$ cat config.mk
export PLATFORM = sky130hd
export DESIGN_NAME = execute_flat
export DESIGN_NICKNAME = d
export VERILOG_FILES = /design/src/hw/isaPkg.sv /design/src/hw/pipePkg.sv /design/src/hw/stageIf.sv /design/src/hw/execute.sv /design/src/flat_wrapper.sv
export SDC_FILE = /design/constraint.sdc
export NUM_CORES = 1
export LEC_CHECK = 0
export BUFFER_PORTS_ARGS = -buffer_cell sky130_fd_sc_hd__buf_4
export CORE_ASPECT_RATIO = 0.6
export CORE_MARGIN = 2
export CORE_UTILIZATION = 43
export CTS_BUF_LIST = sky130_fd_sc_hd__clkbuf_4 sky130_fd_sc_hd__clkbuf_8 sky130_fd_sc_hd__clkbuf_16
export DETAILED_ROUTE_END_ITERATION = 7
export PLACE_DENSITY_LB_ADDON = 0.2
export SYNTH_ARGS = -nofsm -noshare
export SYNTH_HDL_FRONTEND = slang
export SYNTH_SLANG_ARGS = --single-unit
$ cat constraint.sdc
create_clock -name clk -period 8.26 [get_ports clk]
set_input_delay 1.239 -clock clk [delete_from_list [all_inputs] [get_ports clk]]
set_output_delay 1.239 -clock clk [all_outputs]
set_load 0.05 [all_outputs]
$ cat src/hw/isaPkg.sv
package isaPkg;

   // Data and address word
   typedef logic [31:0] word_t;
   // Register number
   typedef logic [4:0] regAddr_t;
   // Raw instruction fields
   typedef logic [15:0] imm_t;
   typedef logic [25:0] target_t;

   // Field positions inside an instruction word
   parameter int opcodeLsb = 26;
   parameter int rsLsb = 21;
   parameter int rtLsb = 16;
   parameter int rdLsb = 11;
   parameter int shamtLsb = 6;

   // Primary opcodes, SPECIAL selects R-type
   typedef enum logic [5:0] {
      opSpecial = 6'h00,
      opJ       = 6'h02,
      opJal     = 6'h03,
      opBeq     = 6'h04,
      opBne     = 6'h05,
      opAddiu   = 6'h09,
      opOri     = 6'h0d,
      opLui     = 6'h0f,
      opLw      = 6'h23,
      opSw      = 6'h2b
   } opcode_t;

   // R-type function codes
   typedef enum logic [5:0] {
      fnSll  = 6'h00,
      fnSrl  = 6'h02,
      fnJr   = 6'h08,
      fnAddu = 6'h21,
      fnSubu = 6'h23,
      fnAnd  = 6'h24,
      fnOr   = 6'h25,
      fnXor  = 6'h26,
      fnSlt  = 6'h2a
   } funct_t;

   // JAL link target
   parameter regAddr_t linkReg = 5'd31;

endpackage

$ cat src/hw/pipePkg.sv
package pipePkg;

   // ALU function, picked in decode
   typedef enum logic [3:0] {
      aluAdd,
      aluSub,
      aluAnd,
      aluOr,
      aluXor,
      aluSlt,
      aluSll,
      aluSrl,
      aluLui
   } aluOp_t;

   // Where the next fetch address comes from
   typedef enum logic [1:0] {
      pcSeq,
      pcBranch,
      pcJump,
      pcReg
   } pcSel_t;

   // Sequential PC increment
   parameter int pcStep = 4;
   // Link value is the jump's own PC plus this (skips the delay slot)
   parameter int linkOffset = 8;

endpackage

$ cat src/hw/stageIf.sv
// Decode to execute, all registered in decode
interface decExIf;
   logic valid;
   pipePkg::aluOp_t aluOp;
   logic useImm;
   logic useShamt;
   logic regWrite;
   logic memRead;
   logic memWrite;
   logic isBranch;
   logic branchOnEqual;
   pipePkg::pcSel_t pcSel;
   isaPkg::regAddr_t dest;
   // Source numbers, needed for the execute forward match
   isaPkg::regAddr_t srcA;
   isaPkg::regAddr_t srcB;
   isaPkg::word_t opA;
   isaPkg::word_t opB;
   isaPkg::word_t imm;
   logic [4:0] shamt;
   isaPkg::target_t target;
   isaPkg::word_t pc;

   modport send(
      output valid, aluOp, useImm, useShamt, regWrite, memRead, memWrite,
      output isBranch, branchOnEqual, pcSel, dest, srcA, srcB,
      output opA, opB, imm, shamt, target, pc
   );
   modport receive(
      input valid, aluOp, useImm, useShamt, regWrite, memRead, memWrite,
      input isBranch, branchOnEqual, pcSel, dest, srcA, srcB,
      input opA, opB, imm, shamt, target, pc
   );
endinterface

// Execute to result
interface exResIf;
   isaPkg::word_t aluResult;
   isaPkg::regAddr_t dest;
   logic regWrite;
   logic memRead;
   logic link;
   isaPkg::word_t linkPc;
   // Unregistered, data memory latches them itself
   isaPkg::word_t memAddr;
   isaPkg::word_t storeData;
   logic storeEn;

   modport send(
      output aluResult, dest, regWrite, memRead, link, linkPc,
      output memAddr, storeData, storeEn
   );
   modport receive(
      input aluResult, dest, regWrite, memRead, link, linkPc,
      input memAddr, storeData, storeEn
   );
endinterface

// Taken branch or jump back to fetch
interface redirectIf;
   logic take;
   isaPkg::word_t target;

   modport send(output take, target);
   modport receive(input take, target);
endinterface

// Write-back bus, also the forwarding source
interface wbIf;
   logic we;
   isaPkg::regAddr_t addr;
   isaPkg::word_t data;

   modport send(output we, addr, data);
   modport receive(input we, addr, data);
endinterface

$ cat src/hw/execute.sv
module execute (
   input logic clk,
   input logic reset,
   decExIf.receive fromDec,
   wbIf.receive wb,
   redirectIf.send redirect,
   exResIf.send toRes
);

   isaPkg::word_t opA;
   isaPkg::word_t opB;
   isaPkg::word_t aluA;
   isaPkg::word_t aluB;
   isaPkg::word_t aluOut;
   isaPkg::word_t pcPlus4;
   logic operandsEqual;
   logic branchTaken;

   // Forward from the instruction one ahead, now in result
   assign opA = (wb.we && (wb.addr == fromDec.srcA)) ? wb.data : fromDec.opA;
   assign opB = (wb.we && (wb.addr == fromDec.srcB)) ? wb.data : fromDec.opB;

   // Shifts take shamt on A, immediates replace B
   assign aluA = fromDec.useShamt ? {27'd0, fromDec.shamt} : opA;
   assign aluB = fromDec.useImm ? fromDec.imm : opB;

   always_comb begin
      case (fromDec.aluOp)
         pipePkg::aluAdd: aluOut = aluA + aluB;
         pipePkg::aluSub: aluOut = aluA - aluB;
         pipePkg::aluAnd: aluOut = aluA & aluB;
         pipePkg::aluOr: aluOut = aluA | aluB;
         pipePkg::aluXor: aluOut = aluA ^ aluB;
         pipePkg::aluSlt: aluOut = {31'd0, $signed(aluA) < $signed(aluB)};
         pipePkg::aluSll: aluOut = aluB << aluA[4:0];
         pipePkg::aluSrl: aluOut = aluB >> aluA[4:0];
         pipePkg::aluLui: aluOut = {aluB[15:0], 16'h0000};
         default: aluOut = aluA + aluB;
      endcase
   end

   // BEQ/BNE compare on the forwarded registers
   assign operandsEqual = (opA == opB);
   assign branchTaken = fromDec.isBranch ? (operandsEqual == fromDec.branchOnEqual)
                                         : (fromDec.pcSel != pipePkg::pcSeq);
   assign redirect.take = fromDec.valid && branchTaken;

   assign pcPlus4 = fromDec.pc + isaPkg::word_t'(pipePkg::pcStep);

   always_comb begin
      case (fromDec.pcSel)
         pipePkg::pcBranch: redirect.target = pcPlus4 + {fromDec.imm[29:0], 2'b00};
         pipePkg::pcJump: redirect.target = {pcPlus4[31:28], fromDec.target, 2'b00};
         pipePkg::pcReg: redirect.target = opA;
         default: redirect.target = pcPlus4;
      endcase
   end

   // Data memory access goes out this cycle
   assign toRes.memAddr = aluOut;
   assign toRes.storeData = opB;
   assign toRes.storeEn = fromDec.valid && fromDec.memWrite;

   always_ff @(posedge clk) begin
      if (reset) begin
         toRes.regWrite <= 1'b0;
         toRes.memRead <= 1'b0;
         toRes.link <= 1'b0;
      end else begin
         toRes.regWrite <= fromDec.valid && fromDec.regWrite;
         toRes.memRead <= fromDec.valid && fromDec.memRead;
         // Only JAL both jumps and writes
         toRes.link <= fromDec.valid && fromDec.regWrite
                       && (fromDec.pcSel == pipePkg::pcJump);
      end
   end

   always_ff @(posedge clk) begin
      toRes.aluResult <= aluOut;
      toRes.dest <= fromDec.dest;
      toRes.linkPc <= fromDec.pc;
   end

endmodule

$ cat src/flat_wrapper.sv
// flat-port wrapper written by rule: the top's interface ports become plain ports
module execute_flat 
  (clk, reset, fromDec_valid, fromDec_aluOp, fromDec_useImm, fromDec_useShamt, fromDec_regWrite, fromDec_memRead, fromDec_memWrite, fromDec_isBranch, fromDec_branchOnEqual, fromDec_pcSel, fromDec_dest, fromDec_srcA, fromDec_srcB, fromDec_opA, fromDec_opB, fromDec_imm, fromDec_shamt, fromDec_target, fromDec_pc, wb_we, wb_addr, wb_data, redirect_take, redirect_target, toRes_aluResult, toRes_dest, toRes_regWrite, toRes_memRead, toRes_link, toRes_linkPc, toRes_memAddr, toRes_storeData, toRes_storeEn);
  decExIf fromDec_i ();
  wbIf wb_i ();
  redirectIf redirect_i ();
  exResIf toRes_i ();
  input logic clk;
  input logic reset;
  input wire logic [$bits(fromDec_i.valid)-1:0] fromDec_valid;
  input wire logic [$bits(fromDec_i.aluOp)-1:0] fromDec_aluOp;
  input wire logic [$bits(fromDec_i.useImm)-1:0] fromDec_useImm;
  input wire logic [$bits(fromDec_i.useShamt)-1:0] fromDec_useShamt;
  input wire logic [$bits(fromDec_i.regWrite)-1:0] fromDec_regWrite;
  input wire logic [$bits(fromDec_i.memRead)-1:0] fromDec_memRead;
  input wire logic [$bits(fromDec_i.memWrite)-1:0] fromDec_memWrite;
  input wire logic [$bits(fromDec_i.isBranch)-1:0] fromDec_isBranch;
  input wire logic [$bits(fromDec_i.branchOnEqual)-1:0] fromDec_branchOnEqual;
  input wire logic [$bits(fromDec_i.pcSel)-1:0] fromDec_pcSel;
  input wire logic [$bits(fromDec_i.dest)-1:0] fromDec_dest;
  input wire logic [$bits(fromDec_i.srcA)-1:0] fromDec_srcA;
  input wire logic [$bits(fromDec_i.srcB)-1:0] fromDec_srcB;
  input wire logic [$bits(fromDec_i.opA)-1:0] fromDec_opA;
  input wire logic [$bits(fromDec_i.opB)-1:0] fromDec_opB;
  input wire logic [$bits(fromDec_i.imm)-1:0] fromDec_imm;
  input wire logic [$bits(fromDec_i.shamt)-1:0] fromDec_shamt;
  input wire logic [$bits(fromDec_i.target)-1:0] fromDec_target;
  input wire logic [$bits(fromDec_i.pc)-1:0] fromDec_pc;
  input wire logic [$bits(wb_i.we)-1:0] wb_we;
  input wire logic [$bits(wb_i.addr)-1:0] wb_addr;
  input wire logic [$bits(wb_i.data)-1:0] wb_data;
  output wire logic [$bits(redirect_i.take)-1:0] redirect_take;
  output wire logic [$bits(redirect_i.target)-1:0] redirect_target;
  output wire logic [$bits(toRes_i.aluResult)-1:0] toRes_aluResult;
  output wire logic [$bits(toRes_i.dest)-1:0] toRes_dest;
  output wire logic [$bits(toRes_i.regWrite)-1:0] toRes_regWrite;
  output wire logic [$bits(toRes_i.memRead)-1:0] toRes_memRead;
  output wire logic [$bits(toRes_i.link)-1:0] toRes_link;
  output wire logic [$bits(toRes_i.linkPc)-1:0] toRes_linkPc;
  output wire logic [$bits(toRes_i.memAddr)-1:0] toRes_memAddr;
  output wire logic [$bits(toRes_i.storeData)-1:0] toRes_storeData;
  output wire logic [$bits(toRes_i.storeEn)-1:0] toRes_storeEn;
  assign fromDec_i.valid = fromDec_valid;
  assign fromDec_i.aluOp = fromDec_aluOp;
  assign fromDec_i.useImm = fromDec_useImm;
  assign fromDec_i.useShamt = fromDec_useShamt;
  assign fromDec_i.regWrite = fromDec_regWrite;
  assign fromDec_i.memRead = fromDec_memRead;
  assign fromDec_i.memWrite = fromDec_memWrite;
  assign fromDec_i.isBranch = fromDec_isBranch;
  assign fromDec_i.branchOnEqual = fromDec_branchOnEqual;
  assign fromDec_i.pcSel = fromDec_pcSel;
  assign fromDec_i.dest = fromDec_dest;
  assign fromDec_i.srcA = fromDec_srcA;
  assign fromDec_i.srcB = fromDec_srcB;
  assign fromDec_i.opA = fromDec_opA;
  assign fromDec_i.opB = fromDec_opB;
  assign fromDec_i.imm = fromDec_imm;
  assign fromDec_i.shamt = fromDec_shamt;
  assign fromDec_i.target = fromDec_target;
  assign fromDec_i.pc = fromDec_pc;
  assign wb_i.we = wb_we;
  assign wb_i.addr = wb_addr;
  assign wb_i.data = wb_data;
  assign redirect_take = redirect_i.take;
  assign redirect_target = redirect_i.target;
  assign toRes_aluResult = toRes_i.aluResult;
  assign toRes_dest = toRes_i.dest;
  assign toRes_regWrite = toRes_i.regWrite;
  assign toRes_memRead = toRes_i.memRead;
  assign toRes_link = toRes_i.link;
  assign toRes_linkPc = toRes_i.linkPc;
  assign toRes_memAddr = toRes_i.memAddr;
  assign toRes_storeData = toRes_i.storeData;
  assign toRes_storeEn = toRes_i.storeEn;
  execute u_core (.clk(clk), .reset(reset), .fromDec(fromDec_i), .wb(wb_i), .redirect(redirect_i), .toRes(toRes_i));
endmodule
# After elaboration in Yosys (flattened, before gate mapping)
# Cells that the tools add are included.
totals:
  ramBits: 0
  rom_bits: 0
  wordCells: 46
  reg_bits: 72
  inputBits: 228
  mem_count: 0
  latchBits: 0
op_classes:
  div: 0
  multipliers: 0
  eq_ne: 15
  mux: 7
  shift: 2
  n_lt_le_gt_ge: 1
  bitwise_logic: 3
  addsub: 4
  reduce_logical: 8
ops:
  columns: ["cell", "count"]
  rows:
  - ["32-bit one-hot mux with 8 select lines", 1]
  - ["32-bit 2-to-1 mux", 4]
  - ["32-bit one-hot mux with 3 select lines", 1]
  - ["32-bit adder", 2]
  - ["32-bit by 3-bit adder with 32-bit output, second input constant", 1]
  - ["32-bit AND", 1]
  - ["32-bit == test", 1]
  - ["32-bit < comparator", 1]
  - ["32-bit OR", 1]
  - ["32-bit by 5-bit left shift with 32-bit output", 1]
  - ["32-bit by 5-bit right shift with 32-bit output", 1]
  - ["32-bit subtractor", 1]
  - ["32-bit bitwise XOR", 1]
  - ["4-bit by 3-bit == test with 1-bit output, second input constant", 4]
  - ["5-bit == test", 2]
  - ["4-bit by 2-bit == test with 1-bit output, second input constant", 2]
  - ["1-bit logical AND", 7]
  - ["2-bit == test, second input constant", 2]
  - ["4-bit by 1-bit == test with 1-bit output, second input constant", 1]
  - ["4-bit == test, second input constant", 1]
  - ["2-bit by 1-bit == test with 1-bit output, second input constant", 1]
  - ["2-bit nonzero test", 1]
  - ["1-bit == test", 1]
  - ["1-bit 2-to-1 mux", 1]

# Logic depth before layout (Yosys ltp)
logic_depth:
  ltp_word: 7
  ltp_mapped: 23
  ltp_nobuf: 20

# Worst setup path after synthesis
# No wires, ideal clock.
synth_timing:
  path_type: "input to output"
  startpoint: "input port fromDec_srcA[3]"
  endpoint: "output port toRes_memAddr[17]"
  path_slack_ns: -0.014
  arrival_time_ns: 7.035
  cell_stages: 20
  n_path_buf: 4
  path_cell_list: "xor2_1 -> nor4_4 -> mux2_2 -> nand2_2 -> buf_2 -> buf_2 -> buf_1 -> clkbuf_1 -> ha_1 -> inv_1 -> o21bai_1 -> a2111oi_0 -> nor3_1 -> o21ai_0 -> a21oi_1 -> a21oi_1 -> o21bai_1 -> a21o_1 -> a21oi_1 -> o311ai_0"
synth_between:
  elab_chain_len: 6
  elab_cells_between_ends: 12
synth_rtl:
  columns: ["item", "line", "rtl"]
  rows:
  - ["start, declared", "flat_wrapper.sv:21", "input wire logic [$bits(fromDec_i.srcA)-1:0] fromDec_srcA;"]
  - ["5-bit == test (*)", "execute.sv:20", "assign opA = (wb.we && (wb.addr == fromDec.srcA)) ? wb.data : fromDec.opA;"]
  - ["1-bit logical AND (*)", "execute.sv:20", null]
  - ["32-bit 2-to-1 mux (*)", "execute.sv:20", null]
  - ["32-bit 2-to-1 mux (*)", "execute.sv:24", "assign aluA = fromDec.useShamt ? {27'd0, fromDec.shamt} : opA;"]
  - ["32-bit adder (tied with other cells)", "execute.sv:29, execute.sv:38", null]
  - ["32-bit one-hot mux with 8 select lines (*)", "execute.sv:28", "case (fromDec.aluOp)"]
  - ["end, declared", "flat_wrapper.sv:40", "output wire logic [$bits(toRes_i.memAddr)-1:0] toRes_memAddr;"]
# Mark *: on every way between the ends. The rest lies on a longest branch, timed or not.

# Worst setup path in the final report
layout_timing:
  startpoint: "input port wb_addr[2]"
  endpoint: "output port toRes_memAddr[29]"
layout_between:
  elab_chain_len: 6
  elab_cells_between_ends: 16
layout_rtl:
  columns: ["item", "line", "rtl"]
  rows:
  - ["start, declared", "flat_wrapper.sv:30", "input wire logic [$bits(wb_i.addr)-1:0] wb_addr;"]
  - ["5-bit == test, on equally long branches", "execute.sv:20, execute.sv:21", null]
  - ["1-bit logical AND, on equally long branches", "execute.sv:20, execute.sv:21", null]
  - ["32-bit 2-to-1 mux, on equally long branches", "execute.sv:20, execute.sv:21", null]
  - ["32-bit 2-to-1 mux, on equally long branches", "execute.sv:24, execute.sv:25", null]
  - ["32-bit adder (tied with other cells)", "execute.sv:29, execute.sv:38", null]
  - ["32-bit one-hot mux with 8 select lines (*)", "execute.sv:28", null]
# Marked as above.

==> results summary <==
The total global routing overflow came out at 0. The finished layout holds 2922 standard cells, fillers aside. The share of final-layout standard cells stronger than drive strength 1 is approximately a quarter. In the final routed layout, each cell accounts on average for ~27 um. The worst voltage drop across the vdd grid is about 0.14 mV.

The y dimension of the die is about 150 um. The count of distinct cell types in the synthesized netlist came out at 85. The count of unresolved DRC violations after routing came out at 0. The total placed cells including tap cells is ~2900. The final critical-path required period came out at 7902 ps. The final number of max-transition violations is 0. The total wire length after detailed routing came out at 78710 um. The number of global-route vias before repair is approximately 17000. The relative area change from synthesis to final layout is 27.20%. In this run the mean area of a mapped cell was about 6.8 um^2. The die footprint is approximately 35000 um^2. The clock passes through at most 2 buffers. The number of DRC markers after the initial detailed-route iteration came out at roughly 3000.

The final antenna-violating net count is 0. Counting flops with an async set or reset pin after synthesis yields a share of 0%. The yosys synthesis warning count is 0.

The number of primary I/O pins is approximately 400. Buffers inserted to repair hold after CTS numbered 0. The number of optimization iterations in the first detailed-route pass came out at 6. The total half-perimeter wirelength after legalization and detailed placement came out at between 60000 and 70000 um. The number of buffers added by the clock tree synthesis step came out at 9. The worst setup path is launched from a primary input. Setup repair after global routing left no endpoint under its margin. The number of antenna violations at the first check in global routing is 3. In this run the tightest slew margin relative to its limit is a little under a quarter. Entering global routing, the biggest net connects 93 pins. Clock tree synthesis selected as its root buffer the cell sky130_fd_sc_hd__clkbuf_16. The vias per cell came out at around 6.6.

The initial core utilization is ~44%. The required time of the critical path is 7020 ps. The design draws a little under 0.003 W. The placeable core region came out at approximately 33000 um^2.

The net count after synthesis came out at approximately 2500. The final hold violation count came out at 0. The slew at the pin with the worst max-slew slack came out at between 1000 and 1500 ps. The critical path is of the in2out type. The total of endpoints with negative setup slack in the final report came out at 0. The total number of clock tree sinks is 72. Across the run, the number of max-cap violations was 0.

The overall fraction of global-route tracks in use is 42.90%. The ratio of total power to cell area came out at around 160 nW/um^2. After floorplanning, the core was divided into 51 placement rows. The final setup TNS came out at 0 ps. Across all layers, the routed design uses ~19000 vias.

The count of flip-flops with a built-in enable after synthesis came out at 0. The number of I/O port buffers is around 400. Synthesis inferred slightly above 70 register bits. The leakage power of the design is between 8 and 9 nW. TritonCTS built the clock tree. The post-route cell area is roughly 18000 um^2.

The sequential cell area fraction in the yosys report came out at 9.960%. The clock-pin slew reported for the worst setup and hold paths after clock tree synthesis is about 60 ps. The timing-limited maximum frequency is roughly 130 MHz.

The worst setup path is captured at an output port. The number of H-tree levels is 3. In this run the worst hold path is classified as in2reg.

The number of nets at the end of the flow is around 2800. The placed instance area is approximately 18000 um^2. The synthesized instance count came out at about 2100.

The first global-routing pass estimated ~110000 um of wire. Data on the critical path arrives at its endpoint at 6660 ps. The most used flip-flop cell after synthesis is sky130_fd_sc_hd__dfxtp_1.

The biggest fanout along the worst timing path came out at 5. The netlist area before placement is roughly 14000 um^2. The flow ran to the end, and the final reports show no timing, DRC or antenna violations. The chip width came out at about 240 um. The final clock period utilization by the worst path came out at 95.66%.

The global placement routability congestion is approximately 1.1. The worst hold slack across all endpoints is between 900 and 1000 ps. The count of filler cells inserted in the layout is between 3000 and 4000.
[cell usage in the layout, fill, tap and decap left out, drive strengths merged, types with 31 or more instances in the layout]
cell type    n
nand3       59
xnor2       74
ha         126
a21oi      185
mux2i       99
nand2      206
nor2       221
a31oi       47
dfxtp       72
mux2        32
o211ai      36
nor3        35
xor2        31
buf        473
o21ai      175
inv        127
[logic make-up (layout without fill, tap and decap cells)]
group | Yosys count | in the layout | share of synthesized area, %
buffers and inverters | 263 | 617 | 7.211
AO/OA/AOI/OAI | 711 | 711 | 31.86
multiplexers | 141 | 141 | 11.01
flip-flops | 72 | 72 | 9.960
adder cells (fa/ha/maj) | 129 | 129 | 11.31
AND/OR/NAND/NOR | 695 | 695 | 22.30
XOR/XNOR | 105 | 105 | 6.355
other | 0 | 2 | 0
[area by class of cell]
class / count / area (um^2) / share of cell area (%)
clock inverters: 6 / 82.58 / 0.4486
clock buffers: 10 / 239.0 / 1.298
well taps: 450 / 563.0 / 3.059
flip-flops and latches: 72 / 1441 / 7.830
diodes: 2 / 5.005 / 0.02719
repair buffers: 473 / 3551 / 19.29
inverters: 128 / 480.5 / 2.610
multi-input cells: 1781 / 12050 / 65.44
[per-layer routing]
layer	routed length (um)	up-vias	track usage, %
met3	11510	192	16.30
li1	-	8406	-
met5	26	-	0
met4	2726	4	13.21
met2	31100	1511	58.90
met1	33350	9056	60.98
[power by group]
part           internal, W  switching [W]
registers         0.000395      0.0000119
logic             0.000639        0.00138
clock network     0.000271       0.000185
[worst paths after layout]
| check | start | end | cells past startpoint |
|---|---|---|---|
| min | fromDec_dest[1] | u_core.toRes.dest[1] | 1 |
| max | wb_addr[2] | toRes_memAddr[29] | 20 |
[cell usage after synthesis, drive strengths merged (17+ instances only)]
cell type    n  area share, %
o211ai      36            1.9
o21ai      175            6.1
buf         46            1.6
nor2b       19           0.82
o22ai       17           0.73
a211oi      26            1.3
inv        127            3.3
o221ai      21            1.3
dfxtp       72             10
nor2       221            5.7
nor3        35            1.2
a21oi      185            6.4
nand4       27            1.2
xor2        31            1.9
and2        20           0.86
clkbuf      89            2.3
xnor2       74            4.5
a21o        23            1.2
mux2i       99            6.9
mux2        32            2.5
nand2      206            5.4
a31oi       47            2.0
ha         126             11
a221oi      21            1.3
nand3       59            2.0
or2         30            1.3
o21bai      18           0.93
nand2b      21           0.91
[sequential cells by signal, indices dropped and copies added, names as in the netlist]
register / count
u_core.toRes.aluResult: 32
u_core.toRes.link: 1
u_core.toRes.regWrite: 1
u_core.toRes.linkPc: 32
u_core.toRes.memRead: 1
u_core.toRes.dest: 5
[timing repair]
item,4_1_cts,5_1_grt
endpoints found under the setup margin,0,5
setup buffers,0,3
gates resized for setup,0,4
[worst max-delay path: stages]
cell	delay [ps]
sky130_fd_sc_hd__buf_4	120
sky130_fd_sc_hd__xnor2_1	210
sky130_fd_sc_hd__and4_1	380
sky130_fd_sc_hd__nand2_1	190
sky130_fd_sc_hd__mux2_2	360
sky130_fd_sc_hd__mux2_2	370
sky130_fd_sc_hd__ha_1	270
sky130_fd_sc_hd__a21oi_1	170
sky130_fd_sc_hd__o21bai_1	150
sky130_fd_sc_hd__a2111oi_1	580
sky130_fd_sc_hd__nor3_1	120
sky130_fd_sc_hd__o21ai_0	330
sky130_fd_sc_hd__nor2b_2	440
sky130_fd_sc_hd__o21bai_1	230
sky130_fd_sc_hd__a41oi_1	400
sky130_fd_sc_hd__o31ai_1	180
sky130_fd_sc_hd__xor2_1	160
sky130_fd_sc_hd__a221oi_1	370
sky130_fd_sc_hd__nand3_1	150
sky130_fd_sc_hd__buf_4	210
[stage by stage]
stage          utilization (%)  setup WS [ps]
2_1_floorplan                -          47.96
4_1_cts                  55.99          218.4
3_3_place_gp             55.01          443.5
5_1_grt                  56.11          79.39
6_report                 56.12          358.2
3_5_place_dp             55.01          226.5
(Power assumes the default switching activity.)
